### src/common/data_mem_params.svh
`ifndef DATA_MEM_PARAMS_SVH
`define DATA_MEM_PARAMS_SVH

// number of 32-bit words in the data memory.
// word addresses wrap modulo this depth.
`define DMEM_WORDS 16

// entries in each in-order buffer.
// this also bounds the number of loads in flight.
`define REQ_FIFO_DEPTH 4

`endif

### src/common/mem_bus_pkg.sv
// types of the word-wide memory bus between the request buffer and the memory.
// the bus carries whole 32-bit words, and byte lanes are picked by the enables.
package mem_bus_pkg;

	// one data word as stored in the memory array.
	typedef logic [31:0] word_t;

	// byte enables.
	// bit n selects bits 8n+7 down to 8n of the word.
	typedef logic [3:0] be_t;

	// one buffered request as it waits in the request buffer.
	// the address is a word address, already shifted down by two.
	// for a read the write data is don't-care, but it is still carried.
	typedef struct packed {
		// high for a store, low for a load.
		logic  we;
		// lanes touched by the access.
		be_t   be;
		// word address, only the low bits that index the memory are used.
		logic [31:0] addr;
		// lane-copied store data.
		word_t wdata;
	} mem_req_t;

	// 1 + 4 + 32 + 32 bits, 69 in all.

endpackage

### src/common/lsu_pkg.sv
// types of the load/store side.
// they describe the operations the core issues and what the unit keeps per load.
package lsu_pkg;

	// load and store operations, RISC-V style.
	// the u variants zero-extend, the others sign-extend.
	typedef enum logic [2:0] {
		LB,
		LH,
		LW,
		LBU,
		LHU,
		SB,
		SH,
		SW
	} lsu_op_e;

	// what must be remembered about a load until its response comes back.
	// the offset picks the byte or halfword inside the returned word.
	typedef struct packed {
		// the load operation, for the size and the extension.
		lsu_op_e    op;
		// byte offset inside the word, from address bits 1:0.
		logic [1:0] offset;
	} load_tag_t;

	// 3 + 2 bits, 5 in all.

endpackage

### src/design/req_fifo.sv
`timescale 1ns/1ns

module req_fifo #(
	parameter int  DEPTH     = 4,
	parameter type payload_t = logic
) (
	input  logic     clk,
	input  logic     rst_n,
	input  logic     push_i,
	input  payload_t data_i,
	input  logic     pop_i,
	output payload_t data_o,
	output logic     empty_o,
	output logic     full_o
);

	// pointer and count widths.
	localparam int PW = (DEPTH > 1) ? $clog2(DEPTH) : 1;
	localparam int CW = $clog2(DEPTH + 1);

	payload_t        mem_q [DEPTH];
	logic [PW-1:0]   wr_ptr_q;
	logic [PW-1:0]   rd_ptr_q;
	logic [CW-1:0]   count_q;
	logic            do_push;
	logic            do_pop;

	assign empty_o = (count_q == '0);
	assign full_o  = (count_q == CW'(DEPTH));

	// a push into a full buffer only goes through when the head leaves that same edge.
	assign do_pop  = pop_i && !empty_o;
	assign do_push = push_i && (!full_o || do_pop);

	// head entry, visible the cycle after its push.
	assign data_o = mem_q[rd_ptr_q];

	always_ff @(posedge clk or negedge rst_n) begin
		if (!rst_n) begin
			wr_ptr_q <= '0;
			rd_ptr_q <= '0;
			count_q  <= '0;
		end else begin
			if (do_push) begin
				wr_ptr_q <= (wr_ptr_q == PW'(DEPTH - 1)) ? '0 : wr_ptr_q + 1'b1;
			end
			if (do_pop) begin
				rd_ptr_q <= (rd_ptr_q == PW'(DEPTH - 1)) ? '0 : rd_ptr_q + 1'b1;
			end
			// count only moves when exactly one side is active.
			if (do_push && !do_pop) begin
				count_q <= count_q + 1'b1;
			end else if (do_pop && !do_push) begin
				count_q <= count_q - 1'b1;
			end
		end
	end

	// storage.
	always_ff @(posedge clk) begin
		if (do_push) begin
			mem_q[wr_ptr_q] <= data_i;
		end
	end

endmodule

### src/data_mem/data_mem_core.sv
`timescale 1ns/1ns

module data_mem_core #(
	parameter int WORDS = 16
) (
	input  logic               clk,
	input  logic               rst_n,
	input  logic               req_i,
	input  logic               block_i,
	input  mem_bus_pkg::be_t   be_i,
	input  logic [31:0]        addr_i,
	input  logic               we_i,
	input  mem_bus_pkg::word_t wdata_i,
	output logic               gnt_o,
	output logic               rvalid_o,
	output mem_bus_pkg::word_t rdata_o
);

	import mem_bus_pkg::*;

	// index width, the upper address bits wrap.
	localparam int AW = (WORDS > 1) ? $clog2(WORDS) : 1;

	word_t         mem_q [WORDS];
	logic [AW-1:0] idx;
	word_t         rd_masked;
	logic          rd_gnt;
	logic          wr_gnt;

	assign idx = addr_i[AW-1:0];

	// grant as soon as the request is there.
	// block stands for another master owning the bank.
	assign gnt_o  = req_i && !block_i;
	assign rd_gnt = gnt_o && !we_i;
	assign wr_gnt = gnt_o && we_i;

	// disabled lanes read back as zero.
	always_comb begin
		for (int b = 0; b < 4; b++) begin
			rd_masked[8*b +: 8] = be_i[b] ? mem_q[idx][8*b +: 8] : 8'h00;
		end
	end

	// write only the enabled bytes at the granted edge.
	// reads capture the word at their grant.
	always_ff @(posedge clk) begin
		if (wr_gnt) begin
			for (int b = 0; b < 4; b++) begin
				if (be_i[b]) begin
					mem_q[idx][8*b +: 8] <= wdata_i[8*b +: 8];
				end
			end
		end
		if (rd_gnt) begin
			rdata_o <= rd_masked;
		end
	end

	// rvalid is a one-cycle strobe after each granted read.
	// writes get no response.
	always_ff @(posedge clk or negedge rst_n) begin
		if (!rst_n) begin
			rvalid_o <= 1'b0;
		end else begin
			rvalid_o <= rd_gnt;
		end
	end

endmodule

### src/lsu/load_store_unit.sv
`timescale 1ns/1ns

`include "data_mem_params.svh"

module load_store_unit (
	input  logic                 clk,
	input  logic                 rst_n,
	input  logic                 op_valid_i,
	input  lsu_pkg::lsu_op_e     op_i,
	input  logic [31:0]          addr_i,
	input  mem_bus_pkg::word_t   wdata_i,
	output logic                 op_ready_o,
	output logic                 req_push_o,
	output mem_bus_pkg::mem_req_t req_o,
	input  logic                 req_full_i,
	input  logic                 rvalid_i,
	input  mem_bus_pkg::word_t   rdata_i,
	output logic                 load_valid_o,
	output mem_bus_pkg::word_t   load_data_o
);

	import lsu_pkg::*;
	import mem_bus_pkg::*;

	logic      accept;
	logic      is_load;
	logic [1:0] offset;
	be_t       be;
	word_t     wdata_lanes;
	logic      tag_push;
	load_tag_t tag_in;
	load_tag_t tag_head;
	logic      tag_empty;
	logic      tag_full;
	logic [7:0]  rd_byte;
	logic [15:0] rd_half;

	// both the request buffer and the tag buffer must have room.
	assign op_ready_o = !req_full_i && !tag_full;
	assign accept     = op_valid_i && op_ready_o;
	assign offset     = addr_i[1:0];

	// byte enables and lane copies follow the access size.
	// misaligned low bits are simply ignored.
	always_comb begin
		is_load     = 1'b1;
		be          = 4'b1111;
		wdata_lanes = wdata_i;
		case (op_i)
			LB, LBU, SB: begin
				be          = be_t'(4'b0001 << offset);
				wdata_lanes = {4{wdata_i[7:0]}};
			end
			LH, LHU, SH: begin
				be          = addr_i[1] ? 4'b1100 : 4'b0011;
				wdata_lanes = {2{wdata_i[15:0]}};
			end
			default: begin
				be          = 4'b1111;
				wdata_lanes = wdata_i;
			end
		endcase
		if (op_i inside {SB, SH, SW}) begin
			is_load = 1'b0;
		end
	end

	// one memory request per accepted operation.
	assign req_push_o  = accept;
	assign req_o.we    = !is_load;
	assign req_o.be    = be;
	assign req_o.addr  = {2'b00, addr_i[31:2]};
	assign req_o.wdata = wdata_lanes;

	// loads also leave a tag, so the response can be shaped later.
	assign tag_push      = accept && is_load;
	assign tag_in.op     = op_i;
	assign tag_in.offset = offset;

	// tag buffer, popped by each read response.
	req_fifo #(
		.DEPTH     (`REQ_FIFO_DEPTH),
		.payload_t (load_tag_t)
	) i_tag_fifo (
		.clk     (clk),
		.rst_n   (rst_n),
		.push_i  (tag_push),
		.data_i  (tag_in),
		.pop_i   (rvalid_i),
		.data_o  (tag_head),
		.empty_o (tag_empty),
		.full_o  (tag_full)
	);

	// pick the addressed field out of the returned word.
	// halfwords only look at bit 1 of the offset.
	assign rd_byte = rdata_i[8*tag_head.offset +: 8];
	assign rd_half = rdata_i[16*tag_head.offset[1] +: 16];

	// a response with no tag waiting would be a protocol fault, so it is not passed on.
	assign load_valid_o = rvalid_i && !tag_empty;

	always_comb begin
		case (tag_head.op)
			LB:      load_data_o = {{24{rd_byte[7]}}, rd_byte};
			LBU:     load_data_o = {24'h00_0000, rd_byte};
			LH:      load_data_o = {{16{rd_half[15]}}, rd_half};
			LHU:     load_data_o = {16'h0000, rd_half};
			default: load_data_o = rdata_i;
		endcase
	end

endmodule

### src/design/data_mem_subsys.sv
`timescale 1ns/1ns

`include "data_mem_params.svh"

module data_mem_subsys (
	input  logic               clk,
	input  logic               rst_n,
	input  logic               op_valid_i,
	input  lsu_pkg::lsu_op_e   op_i,
	input  logic [31:0]        addr_i,
	input  mem_bus_pkg::word_t wdata_i,
	output logic               op_ready_o,
	input  logic               mem_block_i,
	output logic               load_valid_o,
	output mem_bus_pkg::word_t load_data_o
);

	import mem_bus_pkg::*;

	// producer side of the request buffer.
	logic     req_push;
	mem_req_t req_new;
	logic     req_full;

	// consumer side, the head entry faces the memory.
	logic     req_empty;
	mem_req_t req_head;
	logic     req;
	logic     gnt;

	// read response.
	logic     rvalid;
	word_t    rdata;

	// the memory sees a request while the buffer holds anything.
	assign req = !req_empty;

	load_store_unit i_lsu (
		.clk          (clk),
		.rst_n        (rst_n),
		.op_valid_i   (op_valid_i),
		.op_i         (op_i),
		.addr_i       (addr_i),
		.wdata_i      (wdata_i),
		.op_ready_o   (op_ready_o),
		.req_push_o   (req_push),
		.req_o        (req_new),
		.req_full_i   (req_full),
		.rvalid_i     (rvalid),
		.rdata_i      (rdata),
		.load_valid_o (load_valid_o),
		.load_data_o  (load_data_o)
	);

	// pops on every grant.
	req_fifo #(
		.DEPTH     (`REQ_FIFO_DEPTH),
		.payload_t (mem_req_t)
	) i_req_fifo (
		.clk     (clk),
		.rst_n   (rst_n),
		.push_i  (req_push),
		.data_i  (req_new),
		.pop_i   (gnt),
		.data_o  (req_head),
		.empty_o (req_empty),
		.full_o  (req_full)
	);

	data_mem_core #(
		.WORDS (`DMEM_WORDS)
	) i_mem (
		.clk      (clk),
		.rst_n    (rst_n),
		.req_i    (req),
		.block_i  (mem_block_i),
		.be_i     (req_head.be),
		.addr_i   (req_head.addr),
		.we_i     (req_head.we),
		.wdata_i  (req_head.wdata),
		.gnt_o    (gnt),
		.rvalid_o (rvalid),
		.rdata_o  (rdata)
	);

endmodule

### config.mk
export PLATFORM = sky130hd
export DESIGN_NAME = data_mem_subsys
export DESIGN_NICKNAME = d
export VERILOG_FILES = /design/src/common/mem_bus_pkg.sv /design/src/common/lsu_pkg.sv /design/src/design/req_fifo.sv /design/src/data_mem/data_mem_core.sv /design/src/lsu/load_store_unit.sv /design/src/design/data_mem_subsys.sv
export VERILOG_INCLUDE_DIRS = /design/src /design/src/common
export SDC_FILE = /design/constraint.sdc
export NUM_CORES = 1
export LEC_CHECK = 0
export BUFFER_PORTS_ARGS = -buffer_cell sky130_fd_sc_hd__clkbuf_2
export CORE_UTILIZATION = 30
export CTS_CLUSTER_DIAMETER = 150
export DETAILED_ROUTE_END_ITERATION = 16
export GPL_TIMING_DRIVEN = 0
export PLACE_DENSITY = 0.51
export SETUP_SLACK_MARGIN = 0.5
export SLEW_MARGIN = 25
export SYNTH_ARGS = -nofsm -noshare
export SYNTH_HDL_FRONTEND = slang
export SYNTH_SLANG_ARGS = --single-unit
### constraint.sdc
create_clock -name clk -period 8.3 [get_ports clk]
set_clock_uncertainty 0.1 [all_clocks]
set_input_delay 0 -clock clk [delete_from_list [all_inputs] [get_ports clk]]
set_output_delay 0 -clock clk [all_outputs]
set_load 0.03 [all_outputs]
==> results of run 1 <==
==> per-layer routing <==
layer  global-route usage (%)  up-vias  wire, µm
li1                         -     7475         -
met1                    22.19     8600     37360
met2                    26.24      486     39040
met3                    2.412      116      4026
met4                    4.264        0      1730
met5                        0        -         0
==> logic make-up (layout without fill, tap and decap cells) <==
| kind of cell | Yosys count | count (layout) | synth area share [%] |
|---|---|---|---|
| XOR/XNOR | 9 | 9 | 0.2595 |
| buffers and inverters | 118 | 402 | 1.854 |
| multiplexers | 356 | 356 | 14.06 |
| adder cells (fa/ha/maj) | 14 | 14 | 0.6262 |
| AO/OA/AOI/OAI | 222 | 222 | 5.632 |
| other | 0 | 1 | 0 |
| flip-flops | 743 | 743 | 73.22 |
| AND/OR/NAND/NOR | 321 | 321 | 4.355 |
==> state kept, by name, summed over array words and instances (netlist names) <==
signal	cells
i_lsu.i_tag_fifo.mem_q	20
i_req_fifo.count_q	3
i_lsu.i_tag_fifo.rd_ptr_q	2
i_req_fifo.mem_q	164
i_req_fifo.rd_ptr_q	2
i_lsu.i_tag_fifo.wr_ptr_q	2
i_mem.mem_q	512
i_lsu.i_tag_fifo.count_q	3
i_mem.rvalid_o	1
i_mem.rdata_o	32
i_req_fifo.wr_ptr_q	2
==> path summary, 6_finish.rpt <==
kind,start,to
min in group asynchronous,rst_n,i_lsu.i_tag_fifo.count_q[1]$_DFFE_PN0P_
max,i_req_fifo.rd_ptr_q[0]$_DFFE_PN0P_,i_mem.mem_q[14][1]$_DFFE_PP_
max in group asynchronous,rst_n,i_req_fifo.rd_ptr_q[0]$_DFFE_PN0P_
max reg2reg,i_req_fifo.rd_ptr_q[0]$_DFFE_PN0P_,i_mem.mem_q[14][1]$_DFFE_PP_
min reg2reg,i_lsu.i_tag_fifo.count_q[2]$_DFFE_PN0P_,i_lsu.i_tag_fifo.count_q[2]$_DFFE_PN0P_
min,addr_i[4],i_req_fifo.mem_q[0][34]$_DFFE_PP_
==> cell type report <==
| type | count | area (µm²) |
|---|---|---|
| diodes | 1 | 2.502 |
| clock buffers | 112 | 2203 |
| clock inverters | 34 | 399.1 |
| well taps | 1298 | 1624 |
| plain buffers | 105 | 514.2 |
| inverters | 13 | 48.80 |
| flip-flops and latches | 743 | 22240 |
| multi-input cells | 922 | 7704 |
| repair buffers | 138 | 1059 |
| fillers | 9408 | 64360 |
==> worst reg2reg max path, stage by stage, from the launching register on <==
cell	delay, ns
dfrtp_1	0.34
buf_2	0.21
buf_2	0.29
mux2i_2	0.92
buf_2	0.45
buf_1	0.38
nand3_1	0.41
nor2_1	0.86
==> per-stage QoR <==
step	hold WS, ns	power, mW	utilization, %	instance area (µm²)	worst slack, ns
floorplan	-0.3956	8.820	-	30370	5.230
global placement	-0.1445	10.98	32.34	32380	3.836
detailed placement	-0.1257	11.16	32.65	32700	3.961
CTS	0.01446	14.72	35.72	35770	3.947
global route	0.05516	15.20	35.74	35790	3.702
finish	0.05401	14.59	35.74	35790	3.952
==> cells in the final DEF (no fill, tap or decap), types with 6 or more instances in the layout <==
master         count
dlygate4sd3_1     47
buf_1             15
clkbuf_8           6
buf_4             22
edfxtp_1         728
inv_1             13
clkinv_1          11
mux4_2            40
a2bb2oi_1          7
o21ai_0           18
a41oi_1           32
clkbuf_16         81
a221o_1           15
bufinv_16          7
buf_2             33
mux2_2           161
mux2i_1          154
nor2_1            77
nand3_1            8
nor3_2            16
ha_1              12
clkbuf_2          78
clkbuf_1          65
and2_1             6
nand2_1          181
o211ai_1         129
clkinv_2           8
dfrtp_1           15
==> power by group through the flow <==
stage	Combinational [mW]	Sequential [mW]	Clock [mW]
finish	5.74	5.32	3.53
global route	6.12	5.36	3.72
CTS	5.79	5.33	3.60
detailed placement	5.75	5.40	0
global placement	5.57	5.40	0
floorplan	3.50	5.32	0
==> timing repair <==
item                                    CTS  global route
endpoints found under the setup margin    0             0
endpoints found under the hold margin   321             0
hold buffers                             47             0
==> run_results.csv, run 1 <==
group,metric,value,unit
sta,finalMaxSlewViolations,0,
clock_network,ctsHtreeMaxLevel,3,
clock_network,ctsResizeCount,0,
place,place_hpwl,57.60,mm
critical_path,r2r_cells,7,
run_status,status,"finished, final reports clean",
synth,syn_avg_cell_area,17.03,µm²
grt,antenna_found_initial,2,
die,initial_core_util,30.33,%
routing,dr.pass1.iters,7,
synth,synth-async-reset-ratio,2.019,%
sta,worst_slew_pin_slew,1.061,ns
die,rows,116,
synth,yosysMostFrequentCell,"edfxtp_1",
routing,drtIter0Drc,1367,
pwr,p_per_area,407.7,mW/mm²
pwr,p_sw_share,38.51,%
critical_path,cp_num_buf_inv,4,
place,port_buffers,78,
die,ioPinCount,105,
synth,synth.top_cell.area_share,71.98,%
grt,grt_start_max_net_pins,39,
pwr,clkPwrFrac,24.2,%
critical_path,worstPathMaxFanout,10,
pwr,combPwrFrac,39.3,%
die,dieArea,0.1025,mm²
routing,final_antenna_net_count,0,
clock_network,clk_pin_slew,0.06,ns
cells_and_area,fin_cells,3366,
sta,period_share,52.38,%
sta,setup_viol,0,
grt,grt_use_total,16.03,%
synth,synth_area,0.03037,mm²
die,core-area,0.1001,mm²
sta,finalSetupTns,0,ns
cells_and_area,syn2layout_area_growth,17.85,%
place,dp.cells,3172,
critical_path,crit_slowest_cell,"mux2i_2",
flow_run,drv_cap,0,
grt,gr-total-overflow,0,
synth,syn_nets,1868,
critical_path,worst-path-stages,7,
grt,grt_pass1_vias,17060,
routing,num_vias,16677,
sta,slew_headroom,27.85,%
pwr,switchingPower,5.620,mW
hold_path,hold_path_class,"in2reg",
critical_path,start_kind,"flop",
sta,max_freq,0.2300,GHz
clock_network,cts.sinks,743,
synth,synth.top_cells.by_area,"edfxtp_1 (72%), mux2_2 (6.0%), mux2i_1 (5.1%)",
clock_network,clk_path_buf_depth,3,
routing,via_per_inst,4.955,
grt,grt_pass1_wl,118.3,mm
cells_and_area,nNetsFinal,2087,
die,die_y,320.2,µm
clock_network,clkLatencyLatePin,0.64,ns
sta,hold_violations,0,
synth,syn_inst,1783,
critical_path,critPathRequiredTime,8.43,ns
synth,yosysUniqueCellTypes,45,
critical_path,critical-path-top-delay-family,"buffers and inverters",
critical_path,crit_type,"reg2reg",
routing,wire_per_inst,24.41,µm
critical_path,arrival,4.48,ns
clock_network,cts-root-buf,"clkbuf_16",
die,die_x,320.2,µm
synth,ys_top_cells_by_count,"edfxtp_1 (728), nand2_1 (181), mux2_2 (161), mux2i_1 (154), o211ai_1 (129)",
clock_network,postCtsSetupRepairBufs,0,
sta,rsz0062_at_grt,"no",
critical_path,cp-end-kind,"flop",
pwr,leakage,11.83,nW
synth,synth_ff_type,"edfxtp_1",
critical_path,path_cells,"buf_2 > buf_2 > mux2i_2 > buf_2 > buf_1 > nand3_1 > nor2_1",
routing,drc,0,
critical_path,rrSetupSlack,3.95,ns
clock_network,cts_tree,"done",
synth,ys_seq_area_share,73.22,%
pwr,ir_drop,0.0002849,V
routing,drt_wl_total,82.15,mm
synth,synth_edf_count,728,
clock_network,cts_made_buffers,79,
hold_path,holdPathStages,2,
synth,synth-seq-cells,743,
synth,yosys.area.top_type,"edfxtp_1",
sta,min_period,4.348,ns
critical_path,cp_common_cell,"buf_2",
critical_path,cp_slowest_stage_delay,0.91,ns
synth,yosys_warnings,0,
pwr,p_seq_share,36.5,%
place,gp_congestion,0.8488,
cells_and_area,drive_gt1_share,23.80,%
pwr,intPower,8.972,mW
No activity file was read; power rests on OpenSTA's default activity.
==> run 2: changes to the inputs <==
--- a/config.mk
+++ b/config.mk
@@ -6,6 +6,7 @@
 export SDC_FILE = /design/constraint.sdc
 export NUM_CORES = 1
 export LEC_CHECK = 0
+export ABC_AREA = 1
 export BUFFER_PORTS_ARGS = -buffer_cell sky130_fd_sc_hd__clkbuf_2
 export CORE_UTILIZATION = 30
 export CTS_CLUSTER_DIAMETER = 150
==> constraint.sdc (replaced) <==
create_clock -name clk -period 4.1 [get_ports clk]
set_clock_uncertainty 0.1 [all_clocks]
set_input_delay 0 -clock clk [delete_from_list [all_inputs] [get_ports clk]]
set_output_delay 0 -clock clk [all_outputs]
set_load 0.03 [all_outputs]
==> run 2 against run 1 <==
Compared with the run above: non-clock buffer count rose by 85; sequential power grew 100%; global-route usage rose by 0.61 points; wire length up 9.6%; largest cell class unchanged; synthesized area grew 5.2%; sequential share of layout area shrank 3.3 points; design area up 5.6%.
==> run_results.csv, run 2 <==
group,metric,value,unit
pwr,p_seq_share,32.2,%
die,dieArea,0.1078,mm²
synth,yosys.area.top_type,"edfxtp_1",
cells_and_area,nNetsFinal,3333,
synth,yosysMostFrequentCell,"nand2_1",
cells_and_area,multi_input_area,0.008881,mm²
routing,via_per_inst,4.646,
cells_and_area,seq_area,0.02224,mm²
cells_and_area,fin_cells,4700,
pwr,leakage,14.95,nW
cells_and_area,fillers,10549,
place,port_buffers,78,
critical_path,critPathRequiredTime,4.24,ns
place,dp.cells,4511,
cells_and_area,layout_common_cells,"nand2_1 (1330), edfxtp_1 (728), nand3_1 (282)",
die,die_x,328.3,µm
synth,yosys_warnings,0,
synth,synth.top_cell.area_share,68.44,%
clock_network,cts-root-buf,"clkbuf_16",
pwr,combPwrFrac,47.7,%
clock_network,cts_tree,"done",
clock_network,cts.sinks,743,
clock_network,ctsHtreeMaxLevel,3,
pwr,ir_drop,0.0006772,V
critical_path,worstPathMaxFanout,10,
flow_run,drv_cap,0,
critical_path,arrival,3.66,ns
die,core-area,0.1054,mm²
sta,setup_ws,0.5788,ns
clock_network,clk_path_buf_depth,3,
place,place_hpwl,64.99,mm
hold_path,hold_path_class,"in2reg",
grt,grt_pass1_wl,133.7,mm
sta,period_share,85.88,%
place,gp_congestion,0.8576,
sta,worst_slew_pin_slew,0.9068,ns
clock_network,cts_made_buffers,79,
critical_path,r2r_cells,8,
hold_path,worstHoldStart,"addr_i[2]",
synth,ys_seq_area_share,69.62,%
pwr,intPower,18.79,mW
sta,max_freq,0.2840,GHz
cells_and_area,layout_commonest_cell,"nand2_1",
critical_path,start_kind,"flop",
run_status,status,"finished, final reports clean",
cells_and_area,largest-register,"i_mem.mem_q",
synth,syn_avg_cell_area,10.63,µm²
synth,yosysUniqueCellTypes,36,
cells_and_area,largest_reg_flops,512,
critical_path,timing.rr.end,"i_mem.mem_q[6][11]$_DFFE_PP_",
sta,rsz0062_at_grt,"yes",
sta,setup_viol,0,
synth,syn_inst,3005,
routing,dr.pass1.iters,5,
synth,synth-async-reset-ratio,2.019,%
routing,drtIter0Drc,1579,
clock_network,postCtsSetupRepairBufs,0,
routing,wire_per_inst,19.16,µm
synth,synth_edf_count,728,
hold_path,holdPathStages,2,
sta,slew_headroom,39.54,%
grt,grt_use_total,16.64,%
pwr,p_sw_share,44.64,%
routing,num_vias,21836,
sta,hold_violations,0,
die,ioPinCount,105,
place,dpl_cell_area,0.03483,mm²
grt,gr-total-overflow,0,
pwr,p_per_area,897.8,mW/mm²
grt,grt_start_max_net_pins,27,
die,rows,119,
synth,ys_top_cells_by_count,"nand2_1 (1330), edfxtp_1 (728), nand3_1 (282), nor2_1 (214), o21ai_0 (97)",
sta,finalMaxSlewViolations,0,
routing,drc,0,
critical_path,path_cells,"buf_4 > buf_4 > buf_2 > a21oi_1 > a32oi_1 > nand2_1 > buf_2 > nor2_1",
synth,synth.top_cells.by_area,"edfxtp_1 (68%), nand2_1 (16%), nand3_1 (4.4%)",
clock_network,clk_pin_slew,0.06,ns
die,die_y,328.3,µm
synth,synth_ff_type,"edfxtp_1",
critical_path,r2r_start,"i_req_fifo.rd_ptr_q[0]$_DFFE_PN0P_",
cells_and_area,fin_area,0.03780,mm²
place,preCtsSetupSlack,0.3630,ns
cells_and_area,top_regs,"i_mem.mem_q (512), i_req_fifo.mem_q (164), i_mem.rdata_o (32)",
die,initial_core_util,30.30,%
critical_path,cp-end-kind,"flop",
sta,min_period,3.521,ns
synth,synth_area,0.03194,mm²
critical_path,rrSetupSlack,0.58,ns
grt,grt_pass1_vias,21201,
synth,synth-seq-cells,743,
critical_path,crit_slowest_cell,"nor2_1",
critical_path,crit_type,"reg2reg",
routing,final_antenna_net_count,0,
grt,antenna_found_initial,1,
pwr,clkPwrFrac,20.2,%
routing,drt_wl_total,90.06,mm
clock_network,clkLatencyLatePin,0.63,ns
cells_and_area,drive_gt1_share,13.54,%
hold_path,holdPathEnd,"i_req_fifo.mem_q[2][32]$_DFFE_PP_",
pwr,switchingPower,15.15,mW
synth,syn_nets,3090,
critical_path,cp_slowest_stage_delay,0.58,ns
cells_and_area,syn2layout_area_growth,18.35,%
==> run 2: changes by cell type after synthesis, sizes merged, moves of 40 or more <==
cell	previous run	this run
mux4	40	0
buf	65	126
nor2	82	219
mux2	161	2
o21ai	22	99
inv	13	61
nand2	181	1346
nand3	8	286
o211ai	129	10
mux2i	155	0
==> run 2: cell families after synthesis <==
kind of cell	share of synthesized area [%]
buf+inv	3.502
flops	69.62
mux	0.07051
compound gates	2.934
xor+xnor	0.1097
fa+ha+maj	0.5954
simple gates	23.17
==> run 2: power by group through the flow <==
stage	Combinational [mW]	Sequential (mW)	Clock, mW
2_1_floorplan	9.43	11.0	0
3_3_place_gp	15.2	11.2	0
3_5_place_dp	16.1	11.1	0
4_1_cts	16.2	10.9	6.94
5_1_grt	17.7	11.0	7.24
6_report	16.2	10.9	6.84
==> run 2: routing by layer <==
metal	vias up	GRT usage (%)	wire length (µm)
met3	127	2.201	4425
met5	-	0	0
li1	10638	-	-
met2	566	27.20	42030
met4	0	5.238	2649
met1	10505	22.87	40960
==> run 2: what timing repair did <==
action / in CTS / in global routing
hold endpoints to repair: 216 / 0
gates resized for setup: 5 / 18
setup endpoints to repair: 46 / 158
hold buffers: 47 / 0
==> run 2: worst max-delay path: cells and delay by family, from the launching register on <==
kind / cells / cell delay, ns
DFF: 1 / 0.44
AOI/OAI and AO/OA: 2 / 0.52
buffers and inverters: 4 / 1.04
and+or+nand+nor: 2 / 1.03
==> run 2: how the worst max path moves through the flow <==
stage	from	to	slack [ns]
floorplan	i_req_fifo.count_q[0]$_DFFE_PN0P_	i_req_fifo.mem_q[0][0]$_DFFE_PP_	0.87
global placement	i_lsu.i_tag_fifo.count_q[0]$_DFFE_PN0P_	i_req_fifo.mem_q[3][3]$_DFFE_PP_	-0.54
detailed placement	i_req_fifo.rd_ptr_q[0]$_DFFE_PN0P_	i_mem.mem_q[11][11]$_DFFE_PP_	0.36
CTS	i_req_fifo.rd_ptr_q[1]$_DFFE_PN0P_	i_mem.mem_q[8][20]$_DFFE_PP_	0.48
global route	i_req_fifo.rd_ptr_q[0]$_DFFE_PN0P_	i_mem.mem_q[7][14]$_DFFE_PP_	0.46
finish	i_req_fifo.rd_ptr_q[0]$_DFFE_PN0P_	i_mem.mem_q[6][11]$_DFFE_PP_	0.58
==> run 2: stage by stage <==
step	power, mW	setup TNS [ns]	hold slack (ns)	utilization, %
final	33.94	0	0.07709	35.86
after floorplan	20.45	0	-0.3956	-
after detailed placement	27.19	0	-0.1287	33.04
after global placement	26.42	-76.77	-0.1311	32.32
after global routing	35.97	0	0.06535	35.86
after CTS	34.07	0	0.03551	35.82
==> run 2: layout make-up <==
class	count	area share [%]
Sequential cell	743	58.82
Buffer	166	2.337
Clock buffer	112	5.941
Timing Repair Buffer	162	3.647
Clock inverter	29	0.5263
Inverter	62	0.6222
Antenna cell	1	0.006620
Multi-Input combinational cell	2034	23.49
Tap cell	1391	4.604
==> run 3: changes to the inputs <==
--- a/config.mk
+++ b/config.mk
@@ -8,12 +8,13 @@
 export LEC_CHECK = 0
 export ABC_AREA = 1
 export BUFFER_PORTS_ARGS = -buffer_cell sky130_fd_sc_hd__clkbuf_2
+export CORE_ASPECT_RATIO = 1.1
 export CORE_UTILIZATION = 30
 export CTS_CLUSTER_DIAMETER = 150
 export DETAILED_ROUTE_END_ITERATION = 16
 export GPL_TIMING_DRIVEN = 0
 export PLACE_DENSITY = 0.51
-export SETUP_SLACK_MARGIN = 0.5
+export SETUP_SLACK_MARGIN = 0.4
 export SLEW_MARGIN = 25
 export SYNTH_ARGS = -nofsm -noshare
 export SYNTH_HDL_FRONTEND = slang
==> run 3 against run 2 <==
Compared with the run above: cell count is 0.15% higher; highest routed layer unchanged; design area barely moved; worst setup slack worse by 0.016 ns; critical endpoint is now i_mem.mem_q[14][28]$_DFFE_PP_; utilization decreased by 0.069 points; wire length is 0.85% lower.
==> run_results.csv, run 3 (synthesis gave the netlist of run 2 again) <==
group,metric,value,unit
run_status,status,"finished, final reports clean",
clock_network,cts.sinks,743,
pwr,p_sw_share,44.44,%
clock_network,postCtsSetupRepairBufs,0,
cells_and_area,fillers,10474,
cells_and_area,multi_input_area,0.008864,mm²
routing,wire_per_inst,18.97,µm
die,initial_core_util,30.26,%
grt,grt_use_total,16.56,%
grt,grt_pass1_wl,133.7,mm
critical_path,path_cells,"buf_4 > inv_2 > buf_4 > nand3_2 > nand2_1 > nor2_2 > buf_2 > nand2_1 > nor2_1",
sta,max_freq,0.2827,GHz
cells_and_area,largest_reg_flops,512,
pwr,combPwrFrac,47.5,%
cells_and_area,fin_area,0.03779,mm²
critical_path,start_kind,"flop",
grt,antenna_found_initial,1,
sta,hold_violations,0,
die,die_y,344.2,µm
critical_path,crit_type,"reg2reg",
sta,rsz0062_at_grt,"yes",
cells_and_area,drive_gt1_share,13.11,%
critical_path,cp-end-kind,"flop",
sta,finalMaxSlewViolations,0,
critical_path,arrival,3.67,ns
clock_network,clk_pin_slew,0.06,ns
sta,min_period,3.538,ns
routing,num_vias,21653,
routing,drt_wl_total,89.29,mm
cells_and_area,layout_common_cells,"nand2_1 (1330), edfxtp_1 (728), nand3_1 (282)",
cells_and_area,layout_commonest_cell,"nand2_1",
critical_path,critPathRequiredTime,4.23,ns
pwr,ir_drop,0.0004919,V
clock_network,cts-root-buf,"clkbuf_16",
clock_network,clk_path_buf_depth,3,
place,gp_congestion,0.8515,
die,ioPinCount,105,
pwr,clkPwrFrac,20.1,%
die,dieArea,0.1078,mm²
clock_network,cts_made_buffers,81,
critical_path,cp_num_buf_inv,4,
routing,via_per_inst,4.600,
sta,period_share,86.29,%
sta,whs,0.07993,ns
cells_and_area,seq_area,0.02224,mm²
grt,gr-total-overflow,0,
cells_and_area,largest-register,"i_mem.mem_q",
place,port_buffers,78,
cells_and_area,syn2layout_area_growth,18.30,%
flow_run,drv_cap,0,
critical_path,critical-path-top-delay-family,"simple AND/OR/NAND/NOR gates",
clock_network,ctsHtreeMaxLevel,3,
pwr,switchingPower,15.00,mW
pwr,p_seq_share,32.4,%
place,place_hpwl,65.40,mm
routing,drtIter0Drc,1562,
cells_and_area,top_regs,"i_mem.mem_q (512), i_req_fifo.mem_q (164), i_mem.rdata_o (32)",
pwr,intPower,18.75,mW
grt,grt_start_max_net_pins,28,
critical_path,cp_slowest_stage_delay,0.74,ns
sta,setup_viol,0,
cells_and_area,nNetsFinal,3338,
grt,grt_pass1_vias,21284,
place,dpl_cell_area,0.03485,mm²
die,rows,125,
pwr,p_per_area,893.2,mW/mm²
clock_network,cts_tree,"done",
sta,slew_headroom,38.46,%
critical_path,worstPathMaxFanout,10,
hold_path,hold_path_class,"in2reg",
cells_and_area,antenna_cells,0,
routing,drc,0,
die,core-area,0.1056,mm²
sta,worst_slew_pin_slew,0.9231,ns
sta,finalSetupTns,0,ns
die,die_x,313.1,µm
critical_path,crit_slowest_cell,"nor2_1",
cells_and_area,final_util,35.79,%
routing,dr.pass1.iters,5,
pwr,leakage,14.92,nW
routing,final_antenna_net_count,0,
clock_network,clkLatencyLatePin,0.62,ns
[run 3: final cells by class]
| cell class | instances | area share (%) |
|---|---|---|
| clock inverter | 33 | 0.7153 |
| tap | 1397 | 4.626 |
| multi-input combinational | 2034 | 23.46 |
| sequential | 743 | 58.85 |
| buffer | 166 | 2.338 |
| timing repair buffer | 165 | 3.768 |
| inverter | 62 | 0.6225 |
| clock buffer | 107 | 5.623 |
[run 3: repair_timing]
| action | 4_1_cts | 5_1_grt |
|---|---|---|
| hold buffers | 50 | 0 |
| endpoints found under the setup margin | 16 | 106 |
| endpoints found under the hold margin | 214 | 0 |
| gates resized for setup | 2 | 14 |
[run 3: path summary, 6_finish.rpt]
path                                                    start                                  endpoint  slack [ns]  cells after the start
max                        i_req_fifo.rd_ptr_q[1]$_DFFE_PN0P_             i_mem.mem_q[14][28]$_DFFE_PP_        0.56                      9
max reg2reg                i_req_fifo.rd_ptr_q[1]$_DFFE_PN0P_             i_mem.mem_q[14][28]$_DFFE_PP_        0.56                      9
max in group asynchronous                               rst_n  i_lsu.i_tag_fifo.wr_ptr_q[1]$_DFFE_PN0P_        2.91                      3
min reg2reg                 i_req_fifo.count_q[2]$_DFFE_PN0P_         i_req_fifo.count_q[2]$_DFFE_PN0P_        0.41                      1
min                                                 addr_i[5]         i_req_fifo.mem_q[1][35]$_DFFE_PP_        0.08                      2
min in group asynchronous                               rst_n        i_req_fifo.rd_ptr_q[1]$_DFFE_PN0P_        0.48                      3
[run 3: stage by stage]
step           cells  power (mW)  worst slack [ns]
2_1_floorplan   3005       20.45            0.8713
3_3_place_gp    4480       26.39           -0.5492
3_5_place_dp    4517       27.17            0.3404
4_1_cts         4707       34.01            0.4646
5_1_grt         4707       35.88            0.3927
6_report        4707       33.75            0.5623
[run 3: worst register-to-register path, cell delays in order, from the launching register on]
cell	delay [ns]
dfrtp_1	0.34
buf_4	0.20
inv_2	0.06
buf_4	0.18
nand3_2	0.10
nand2_1	0.10
nor2_2	0.66
buf_2	0.39
nand2_1	0.26
nor2_1	0.74
[run 3: routing by layer]
metal / GRT usage [%] / vias to the layer above / wire (µm)
met5: 0 / - / 0
met4: 5.722 / 0 / 2652
met3: 1.858 / 118 / 3850
met2: 28.33 / 481 / 43300
met1: 21.76 / 10411 / 39480
li1: - / 10643 / -
[run 3: power by group through the flow]
stage | Combinational (mW) | Clock, mW | Sequential [mW]
finish | 16.0 | 6.78 | 10.9
global route | 17.7 | 7.19 | 11.0
CTS | 16.2 | 6.91 | 10.9
detailed placement | 16.1 | 0 | 11.1
global placement | 15.2 | 0 | 11.2
floorplan | 9.43 | 0 | 11.0
